`src/verilog/serial_slave_pkg.sv`:
```
/* Shared widths, frame field positions, vector types and enums for the serial bus slave.
   Modules pull these in with a wildcard import inside their body. */
`default_nettype none

package serial_slave_pkg;

    localparam int DATA_WIDTH = 32;
    localparam int ADDR_WIDTH = 8;
    localparam int ID_WIDTH   = 2;
    localparam int START_BITS = 3;

    // start bits, slave id, rw bit, burst bit, word address
    localparam int FRAME_BITS = START_BITS + ID_WIDTH + 2 + ADDR_WIDTH;

    // frame field positions, first received bit ends up at the MSB
    localparam int START_MSB = FRAME_BITS - 1;
    localparam int START_LSB = FRAME_BITS - START_BITS;
    localparam int ID_MSB    = START_LSB - 1;
    localparam int ID_LSB    = START_LSB - ID_WIDTH;
    localparam int RW_POS    = ID_LSB - 1;
    localparam int BURST_POS = RW_POS - 1;
    localparam int ADDR_MSB  = ADDR_WIDTH - 1;
    localparam int ADDR_LSB  = 0;

    // counter needs to hold DATA_WIDTH-1 and FRAME_BITS-1
    localparam int COUNT_WIDTH = $clog2(DATA_WIDTH) + 1;

    typedef logic [DATA_WIDTH-1:0]  data_t;
    typedef logic [ADDR_WIDTH-1:0]  addr_t;
    typedef logic [ID_WIDTH-1:0]    slave_id_t;
    typedef logic [COUNT_WIDTH-1:0] bit_count_t;

    typedef enum logic {
        COUNT_FRAME,
        COUNT_WORD
    } count_mode_t;

    typedef enum logic [2:0] {
        IDLE,
        FRAME,
        DECODE,
        READ_FETCH,
        READ_LOAD,
        READ_SHIFT,
        WRITE_SHIFT,
        WRITE_STORE
    } slave_state_t;

endpackage

`default_nettype wire
```
`src/verilog/bit_counter.sv`:
```
/* Shared bit counter for frame bits and data bits.
   done marks the enabled cycle of the last bit, after which the count wraps. */
`default_nettype none

module bit_counter (
    input  wire logic                       clk,
    input  wire logic                       rstN,
    input  wire logic                       enable,
    input  serial_slave_pkg::count_mode_t   mode,
    output logic                            done
);
    import serial_slave_pkg::*;

    bit_count_t count;
    bit_count_t limit;

    always_comb begin
        if (mode == COUNT_FRAME) begin
            limit = bit_count_t'(FRAME_BITS - 1);
        end else begin
            limit = bit_count_t'(DATA_WIDTH - 1);
        end
    end

    assign done = enable && (count == limit);

    always_ff @(posedge clk or negedge rstN) begin
        if (!rstN) begin
            count <= '0;
        end else if (enable) begin
            // wrap so the next frame or word starts from zero
            if (done) begin
                count <= '0;
            end else begin
                count <= count + 1'b1;
            end
        end
    end

endmodule

`default_nettype wire

```
`config.mk`:
```
export PLATFORM = sky130hd
export DESIGN_NAME = bit_counter
export DESIGN_NICKNAME = d
export VERILOG_FILES = /design/src/verilog/serial_slave_pkg.sv /design/src/verilog/bit_counter.sv
export SDC_FILE = /design/constraint.sdc
export NUM_CORES = 1
export LEC_CHECK = 0
export BUFFER_PORTS_ARGS = -buffer_cell sky130_fd_sc_hd__buf_2
export CAP_MARGIN = 10
export CORE_AREA = 2 2 39 41
export CTS_CLUSTER_SIZE = 14
export DETAILED_ROUTE_END_ITERATION = 6
export DIE_AREA = 0 0 41 43
export PLACE_DENSITY = 0.42
export SETUP_SLACK_MARGIN = 0.2
export SLEW_MARGIN = 10
export SYNTH_ARGS = -nofsm -noshare
export SYNTH_HDL_FRONTEND = slang
export SYNTH_SLANG_ARGS = --single-unit
```
`constraint.sdc`:
```
create_clock -name clk -period 1.75 [get_ports clk]
set_input_delay 0.35 -clock clk [delete_from_list [all_inputs] [get_ports clk]]
set_output_delay 0.35 -clock clk [all_outputs]
set_load 0.005 [all_outputs]
```
==> results.md, run 1 <==
* Final setup fails at 0
* Crit path largest cell delay at 380 ps
* Clk_skew at 8.683 ps
* Input/output buffers at 4
* RSZ-0062 raised after global routing: true
* Diode count at 0
* Total grt overflow at 0
* Cell count after placement at 52
* Pin count of the biggest net entering global routing at 9
* Setup CP Type: reg2out
* Fin. max-slew vios at 0
* First drt pass iteration count at 2
* TritonCTS Buffers at 3
* Core Box Area at 1384 µm²
* Sink Count at 6
* Worst slew margin at 0.8867
* Power Dens Cells at 1256 nW/µm²
* Via count at 252
* CTS root buf: clkbuf_4
* Register area share after synthesis at 0.4819
* Syn nets at 35
* Final nets at 48
* Post-synth ARST share at 1.000
* Hold Slack at 399.7 ps
* CP Capture Type: primary output
* Bufs on Longest Clock Path at 2
* P_sw at 172.5 µW
* Sequential power share at 0.488
* Primary FF master, synth: dfrtp_1
* ANT nets after route at 0
* Max-cap viol count at 0
* Register bit count reported by yosys at 6
* Cell count after synthesis at 30
* Post-synth top area cell: dfrtp_1
* Placer Congestion at 0.7451
* Final worst setup slack at 53.12 ps
* Largest regs: count (6)
* Post-layout util at 0.2939
* Placed Area at 366.6 µm²
* CTS tree: done
* Starting DRT DRC Count at 4
* Worst vdd ir at 0.0003150 V
* Req. time, crit path at 1400 ps
* Die height at 43 µm
* Total track usage at 0.09606
* Worst-path clk slew at 50 ps
* Combinational Power Share at 0.263
* Per-cell routed wire length at 10.25 µm
* Top cells by area, synth: dfrtp_1 48%, xor2_1 8.4%, a211oi_4 6.4%
* Design area at 406.6 µm²
* Post-route total power at 510.8 µW
* Clock power share at 0.248
* WP buf/inv at 1
* Critical path fanouts, max at 2
* Cell Rows at 14
* Status: finished, final reports clean
* H-tree levels at 1
* Critical path, cell by cell: or3_4, a211oi_4, buf_2
* Vias per cell at 4.421
* Area growth from synthesis to layout at 30.52%
* First-pass GRT wire length at 1035 µm
* # fillers at 150
* CTS resizes at 0
* Number of flops mapped to enable cells by yosys at 0
* Fraction of layout cells with a size suffix above 1 at 0.2927
* Max reg flops at 6
* Top-area cell type share of the netlist area at 0.4819
* Synth top cells by count: 6 x dfrtp_1, 3 x nand2_1, 3 x nand4_1, 3 x nor2_1, 3 x xor2_1
* Clock insertion delay at the later pin of the skew report at 240 ps
* Pre-CTS setup slack at 169.8 ps
* Synth Warn # at 0
* Post-Syn Area at 311.5 µm²
* Die Width at 41 µm
* Drt total wl at 584 µm
* Final worst path period need at 1697 ps
* Worst Max-Slew Pin Slew at 168.2 ps
* Die area at 1763 µm²
* Synth unique cells at 16
* Register-to-Register Path Depth at 5
* I/O pin count at 5
* Setup TNS at 0 ps
* Worst Setup Start Kind: register
* Initial antenna violation count at 0
* Final critical-path share of the clock period at 0.9696
* Initial Util at 0.2251
* Hold Fails Final Rpt at 0
* Non-Filler Instances at 57
* Largest register by flop count: count
* Cell family with most CP delay: flip-flops
* Worst hold path depth at 2
* Critical path arrival at 1350 ps
* Switching share of power at 0.3377
* Worst path depth at 3
* Int Pwr at 338.3 µW
* Count leader, synth: dfrtp_1
* Vias in the first global route at 256
* Worst path slowest cell: dfrtp_1
* Fmax at 589.3 MHz
* Worst hold path type: in2reg
* Leak pwr at 0.1777 nW
* DRC violations left at 0
* Avg Cell Area, Syn at 10.38 µm²
-- worst register-to-register path, delay by kind of cell, from the launching register on --
| family | cells | cell delay (ps) |
|---|---|---|
| buffers and inverters | 2 | 250 |
| and+or+nand+nor | 1 | 380 |
| DFF | 1 | 380 |
| AOI/OAI and AO/OA | 2 | 300 |
-- routing by layer --
| metal | routed length [µm] | part of all wire | up-vias | global-route usage |
|---|---|---|---|---|
| li1 | - | - | 127 | - |
| met1 | 251 | 0.43 | 121 | 0.1118 |
| met2 | 292 | 0.50 | 4 | 0.1250 |
| met3 | 40 | 0.068 | 0 | 0.04712 |
| met4 | 0 | 0 | 0 | 0.08000 |
| met5 | 0 | 0 | - | 0 |
-- repair_timing --
item                                    4_1_cts  5_1_grt
pin swaps                                     1        0
hold buffers                                  1        0
endpoints found under the setup margin        1        1
endpoints found under the hold margin         6        0
gates cloned                                  0        0
setup buffers                                 1        0
-- final timing paths --
| kind | start | end | slack, ps |
|---|---|---|---|
| max | count[0] | done | 50 |
| min in group asynchronous | rstN | count[0] | 460 |
| max in group asynchronous | rstN | count[5] | 1140 |
| min reg2reg | count[1] | count[1] | 580 |
| max reg2reg | count[0] | count[0] | 310 |
| min | enable | count[1] | 400 |
-- layout by cell type (no fill, tap or decap), types with 2 or more instances in the layout --
cell	count
nand4_1	3
dfrtp_1	6
o21ai_0	2
buf_4	3
nand2_1	3
buf_2	4
clkbuf_4	3
xor2_1	3
nor2_1	3
-- cell families after synthesis --
| logic type | after synthesis | synth area share |
|---|---|---|
| AO/OA/AOI/OAI | 5 | 0.1325 |
| adder cells (fa/ha/maj) | 1 | 0.04015 |
| flip-flops | 6 | 0.4819 |
| AND/OR/NAND/NOR | 14 | 0.2490 |
| buffers and inverters | 1 | 0.01204 |
| XOR/XNOR | 3 | 0.08435 |
-- final cells by class --
cell class / count / area (µm²) / share of cell area
repair buffers: 8 / 52.55 / 0.1292
clock buffers: 3 / 22.52 / 0.05538
well taps: 16 / 20.02 / 0.04923
inverters: 1 / 3.754 / 0.009231
flip-flops and latches: 6 / 150.1 / 0.3692
multi-input cells: 23 / 157.7 / 0.3877
-- power by group through the flow --
stage / registers (mW) / logic, mW / clock network [mW]
2_1_floorplan: 0.242 / 0.0977 / 0
3_3_place_gp: 0.250 / 0.129 / 0
3_5_place_dp: 0.252 / 0.134 / 0
4_1_cts: 0.250 / 0.138 / 0.134
5_1_grt: 0.259 / 0.161 / 0.139
6_report: 0.249 / 0.135 / 0.127
Note: power is estimated with default switching activity, not from simulation.
==> run 2, diff against run 1 <==
--- a/config.mk
+++ b/config.mk
@@ -12,5 +12,5 @@
 export DETAILED_ROUTE_END_ITERATION = 6
 export DIE_AREA = 0 0 41 43
-export PLACE_DENSITY = 0.42
+export PLACE_DENSITY = 0.48
 export SETUP_SLACK_MARGIN = 0.2
 export SLEW_MARGIN = 10
==> constraint.sdc (replaced) <==
create_clock -name clk -period 1.75 [get_ports clk]
set_input_delay 0.35 -clock clk [delete_from_list [all_inputs] [get_ports clk]]
set_output_delay 0.35 -clock clk [all_outputs]
set_load 0.05 [all_outputs]
==> run 2 against run 1 <==
The flow now finishes with violations (negative setup slack). Global-route usage shrank 0.40 points. Core utilization grew 0.45 points. Sequential share of layout area shrank 0.56 points. Largest cell class unchanged. Highest routed layer is now met4.
==> results.md, run 2 (synthesized netlist as in run 1, its figures left out) <==
* Core Box Area at 1384 µm² (unchanged)
* Final worst path period need at 1752 ps (was 1697 ps)
* Die height at 43 µm (unchanged)
* CTS root buf: clkbuf_4 (unchanged)
* Die area at 1763 µm² (unchanged)
* Clock insertion delay at the later pin of the skew report at 240 ps (about the same)
* Initial Util at 0.2251 (unchanged)
* Crit path largest cell delay at 370 ps (was 380 ps)
* I/O pin count at 5 (unchanged)
* Worst Max-Slew Pin Slew at 197.5 ps (was 168.2 ps)
* Post-layout util at 0.2984 (was 0.2939)
* Setup CP Type: reg2out (unchanged)
* # fillers at 154 (was 150)
* Int Pwr at 350.3 µW (was 338.3 µW)
* Vias in the first global route at 260 (was 256)
* Hold Fails Final Rpt at 0 (unchanged)
* Met1 wire length at 302 µm (was 251 µm)
* Fmax at 570.9 MHz (was 589.3 MHz)
* ANT nets after route at 0 (unchanged)
* Diode count at 0 (unchanged)
* Sequential power share at 0.461 (was 0.488)
* Routed length on met3 at 15 µm (was 40 µm)
* Worst-path clk slew at 50 ps (about the same)
* CTS tree: done (unchanged)
* Largest regs: count (6) (unchanged)
* Multi-input logic area at 157.7 µm² (unchanged)
* Fraction of layout cells with a size suffix above 1 at 0.2927 (unchanged)
* Max-cap viol count at 0 (unchanged)
* Total track usage at 0.09211 (was 0.09606)
* H-tree levels at 1 (unchanged)
* Placer Congestion at 0.7308 (was 0.7451)
* Max reg flops at 6 (unchanged)
* RSZ-0062 raised after global routing: true (unchanged)
* DRC violations left at 0 (unchanged)
* Worst slew margin at 0.8679 (was 0.8867)
* Critical path, cell by cell: or3_4, a211oi_4, buf_6 (was or3_4, a211oi_4, buf_2)
* Final setup fails at 1 (was 0)
* Worst path slowest cell: dfrtp_1 (unchanged)
* Sink Count at 6 (unchanged)
* First-pass GRT wire length at 1048 µm (was 1035 µm)
* Final critical-path share of the clock period at 1.001 (was 0.9696)
* Worst vdd ir at 0.0004560 V (was 0.0003150 V)
* Clock power share at 0.238 (was 0.248)
* Die Width at 41 µm (unchanged)
* Commonest non-fill, non-tap cell in the layout: dfrtp_1 (unchanged)
* Input/output buffers at 4 (unchanged)
* Clk_skew at 4.217 ps (was 8.683 ps)
* Worst hold path type: in2reg (unchanged)
* Cell Rows at 14 (unchanged)
* Largest register by flop count: count (unchanged)
* Per-cell routed wire length at 10.96 µm (was 10.25 µm)
* Combinational Power Share at 0.301 (was 0.263)
* Sequential Area at 150.1 µm² (unchanged)
* Highest routed layer: met4 (was met3)
* TritonCTS Buffers at 3 (unchanged)
* Worst Setup Start Kind: register (unchanged)
* Final nets at 48 (unchanged)
* Vias per cell at 4.491 (was 4.421)
* Leak pwr at 0.1783 nW (was 0.1777 nW)
* Area growth from synthesis to layout at 32.53% (was 30.52%)
* Status: finished with violations (was finished, final reports clean)
* Total grt overflow at 0 (unchanged)
* Fin. max-slew vios at 0 (unchanged)
* Critical path fanouts, max at 2 (unchanged)
* Failing checks: negative setup slack
* Via count at 256 (was 252)
* Switching share of power at 0.3384 (was 0.3377)
* Final worst setup slack at -1.559 ps (was 53.12 ps)
* P_sw at 179.1 µW (was 172.5 µW)
* Critical path arrival at 1400 ps (was 1350 ps)
* Power Dens Cells at 1282 nW/µm² (was 1256 nW/µm²)
* First drt pass iteration count at 1 (was 2)
* Req. time, crit path at 1400 ps (about the same)
* Hold Slack at 410.5 ps (was 399.7 ps)
* CP Capture Type: primary output (unchanged)
* Initial antenna violation count at 0 (unchanged)
* Bufs on Longest Clock Path at 2 (unchanged)
* Pin count of the biggest net entering global routing at 9 (unchanged)
* Drt total wl at 625 µm (was 584 µm)
* Starting DRT DRC Count at 0 (was 4)
* Met2 routed wirelength at 297 µm (was 292 µm)
[run 2: cell counts in the layout (fill, tap and decap cells not counted)]
Identical to the previous run, type by type.
[run 2: power groups by stage]
stage	sequential [mW]	clock, mW	combinational, mW
final	0.244	0.126	0.159
after global routing	0.252	0.144	0.182
after CTS	0.242	0.134	0.161
after detailed placement	0.252	0	0.133
after global placement	0.249	0	0.132
after floorplan	0.242	0	0.102
[run 2: routing by layer]
layer | vias to the layer above | global-route usage
li1 | 128 | -
met1 | 122 | 0.1056
met2 | 4 | 0.1281
met3 | 2 | 0.03141
met4 | 0 | 0.08000
met5 | - | 0
[run 2: worst paths after layout]
check,slack [ps],end,from,cells after the start
worst max register to register,400,count[0],count[0],4
max in group asynchronous,1140,count[4],rstN,2
min in group asynchronous,460,count[2],rstN,2
worst min-delay path,410,count[1],enable,2
worst min register to register,580,count[1],count[1],2
worst max-delay path,-2,done,count[0],3
[run 2: stage by stage]
stage               worst slack (ps)  TNS, ps  power (mW)  instances  area (µm²)
floorplan                     -9.432   -9.432      0.3433         30       311.5
global placement               67.14        0      0.3810         52       366.6
detailed placement             61.43        0      0.3843         52       366.6
CTS                           -17.31   -17.31      0.5374         57       412.9
global route                  -76.74   -76.74      0.5780         57       412.9
finish                        -1.559   -1.559      0.5294         57       412.9
[run 2: layout make-up]
type | count | share of cell area
inverters | 1 | 0.009091
well taps | 16 | 0.04848
flip-flops and latches | 6 | 0.3636
clock buffers | 3 | 0.05455
multi-input cells | 23 | 0.3818
repair buffers | 8 | 0.1424
[run 2: what timing repair did]
item,in CTS,in global routing
resized for setup,2,0
endpoints found under the hold margin,6,0
setup endpoints to repair,1,1
gates cloned,0,0
hold buffers,1,0
buffers inserted,1,0
[run 2: worst max-delay path, delay by kind of cell (launching register included)]
family / cells / cell delay (ps)
flops: 1 / 370
simple gates: 1 / 370
buf+inv: 1 / 190
compound gates: 1 / 230
==> run 3, diff against run 2 <==
CELL_PAD_IN_SITES_DETAIL_PLACEMENT = 1   (was not set)
CELL_PAD_IN_SITES_GLOBAL_PLACEMENT = 2   (was not set)
PLACE_DENSITY = 0.64   (was 0.48)
==> run 3 against run 2 <==
The run still ends with negative setup slack left. Via count is 5.1% higher. Non-clock buffer count is 1 higher. Sequential power hardly changed. Routed wire length is 12% higher. Die area stayed put. Combinational power is 12% higher. Global-route usage is 1.5 points higher. Core utilization is 0.54 points higher. Clock power hardly changed. Setup slack worse by 26 ps. Clock-buffer cell count stayed put. Cell count is 1.8% higher. Critical path type unchanged. Critical endpoint unchanged.
==> results.md, run 3 (synthesized netlist as in run 1, its figures left out) <==
* CTS tree: done (unchanged)
* Max reg flops at 6 (unchanged)
* Fin. max-slew vios at 0 (unchanged)
* Die Width at 41 µm (unchanged)
* Bufs on Longest Clock Path at 2 (unchanged)
* Critical path, cell by cell: or3_4, a211oi_4, buf_6 (unchanged)
* Placer Congestion at 0.7148 (was 0.7308)
* Most frequent cells in the layout: 6 x dfrtp_1, 4 x buf_4
* CP Capture Type: primary output (unchanged)
* Cell family with most CP delay: flip-flops (unchanged)
* Final nets at 49 (was 48)
* Die area at 1763 µm² (unchanged)
* Max-cap viol count at 0 (unchanged)
* Worst Max-Slew Pin Slew at 201.0 ps (was 197.5 ps)
* Worst Setup Start Kind: register (unchanged)
* Power Dens Cells at 1315 nW/µm² (was 1282 nW/µm²)
* H-tree levels at 1 (unchanged)
* WP buf/inv at 1 (unchanged)
* Final worst setup slack at -28.02 ps (was -1.559 ps)
* Core Box Area at 1384 µm² (unchanged)
* Pin count of the biggest net entering global routing at 9 (unchanged)
* Hold Fails Final Rpt at 0 (unchanged)
* CTS root buf: clkbuf_4 (unchanged)
* Per-cell routed wire length at 12.02 µm (was 10.96 µm)
* Post-layout util at 0.3038 (was 0.2984)
* Non-Filler Instances at 58 (was 57)
* Req. time, crit path at 1400 ps (about the same)
* Worst slew margin at 0.8656 (was 0.8679)
* Largest register by flop count: count (unchanged)
* Critical path fanouts, max at 2 (unchanged)
* Placed Area at 366.6 µm² (unchanged)
* Worst-path clk slew at 50 ps (about the same)
* Drt total wl at 697 µm (was 625 µm)
* Total track usage at 0.1072 (was 0.09211)
* Vias per cell at 4.638 (was 4.491)
* Hold Slack at 407.5 ps (was 410.5 ps)
* Die height at 43 µm (unchanged)
* Setup CP Type: reg2out (unchanged)
* Worst path slowest cell: dfrtp_1 (unchanged)
* Failing checks: negative setup slack (unchanged)
* RSZ-0062 raised after global routing: true (unchanged)
* Diode count at 0 (unchanged)
* Final setup fails at 1 (unchanged)
* Design area at 420.4 µm² (was 412.9 µm²)
* TritonCTS Buffers at 3 (unchanged)
* Critical path arrival at 1430 ps (was 1400 ps)
* Sink Count at 6 (unchanged)
* Leak pwr at 0.1833 nW (was 0.1783 nW)
* Final worst path period need at 1778 ps (was 1752 ps)
* Clk_skew at 5.111 ps (was 4.217 ps)
* Final critical-path share of the clock period at 1.016 (was 1.001)
* Clock insertion delay at the later pin of the skew report at 240 ps (about the same)
* ANT nets after route at 0 (unchanged)
* Area growth from synthesis to layout at 34.94% (was 32.53%)
* Worst vdd ir at 0.0003889 V (was 0.0004560 V)
* Cell count after placement at 52 (unchanged)
* Commonest non-fill, non-tap cell in the layout: dfrtp_1 (unchanged)
* Worst hold path type: in2reg (unchanged)
* Via count at 269 (was 256)
* Total grt overflow at 0 (unchanged)
* Starting DRT DRC Count at 1 (was 0)
* Cell Rows at 14 (unchanged)
* Input/output buffers at 4 (unchanged)
* Pre-CTS setup slack at 49.27 ps (was 61.43 ps)
* Fmax at 562.4 MHz (was 570.9 MHz)
* DRC violations left at 0 (unchanged)
* Vias in the first global route at 309 (was 260)
* Largest regs: count (6) (unchanged)
* Initial Util at 0.2251 (unchanged)
* First drt pass iteration count at 2 (was 1)
* I/O pin count at 5 (unchanged)
* Crit path largest cell delay at 380 ps (was 370 ps)
* First-pass GRT wire length at 1200 µm (was 1048 µm)
* Status: finished with violations (unchanged)
* Initial antenna violation count at 0 (unchanged)
* Fraction of layout cells with a size suffix above 1 at 0.3095 (was 0.2927)
## run 3: changes by cell type in the layout (fill, tap and decap cells not counted), sizes merged
cell	change
buf	+1
## run 3: area by class of cell
type                    count  area, µm²
fillers                   167      963.4
multi-input cells          23      157.7
flip-flops and latches      6      150.1
clock buffers               3      22.52
inverters                   1      3.754
well taps                  16      20.02
repair buffers              9      66.31
## run 3: worst paths after layout
path	depth (start not counted)	end	start	slack [ps]
worst max-delay path	3	done	count[0]	-30
max in group asynchronous	2	count[5]	rstN	1140
min in group asynchronous	2	count[0]	rstN	460
worst min register to register	2	count[1]	count[1]	580
worst min-delay path	2	count[1]	enable	410
worst max register to register	4	count[0]	count[0]	370
## run 3: per-stage QoR
stage	power, mW	TNS [ps]
floorplan	0.3433	-9.432
global placement	0.3829	0
detailed placement	0.3905	0
CTS	0.5618	-46.82
global route	0.6007	-93.10
finish	0.5529	-28.02
## run 3: what timing repair did
| action | 4_1_cts | 5_1_grt |
|---|---|---|
| setup buffers | 2 | 0 |
| gates resized for setup | 2 | 0 |
| endpoints found under the setup margin | 1 | 1 |
| hold buffers | 1 | 0 |
| hold endpoints to repair | 6 | 0 |
## run 3: metal layers
metal | routed length, µm | track usage
met5 | 0 | 0
met3 | 42 | 0.03141
met2 | 378 | 0.1781
met1 | 277 | 0.1020
met4 | 0 | 0.08000
## run 3: report_power, final
group	leakage [nW]	internal, mW	switching (mW)	total [mW]
Clock	0.0138	0.0776	0.0504	0.128
Combinational	0.0948	0.0923	0.0858	0.178
Sequential	0.0747	0.192	0.0546	0.247
Total	0.183	0.362	0.191	0.553
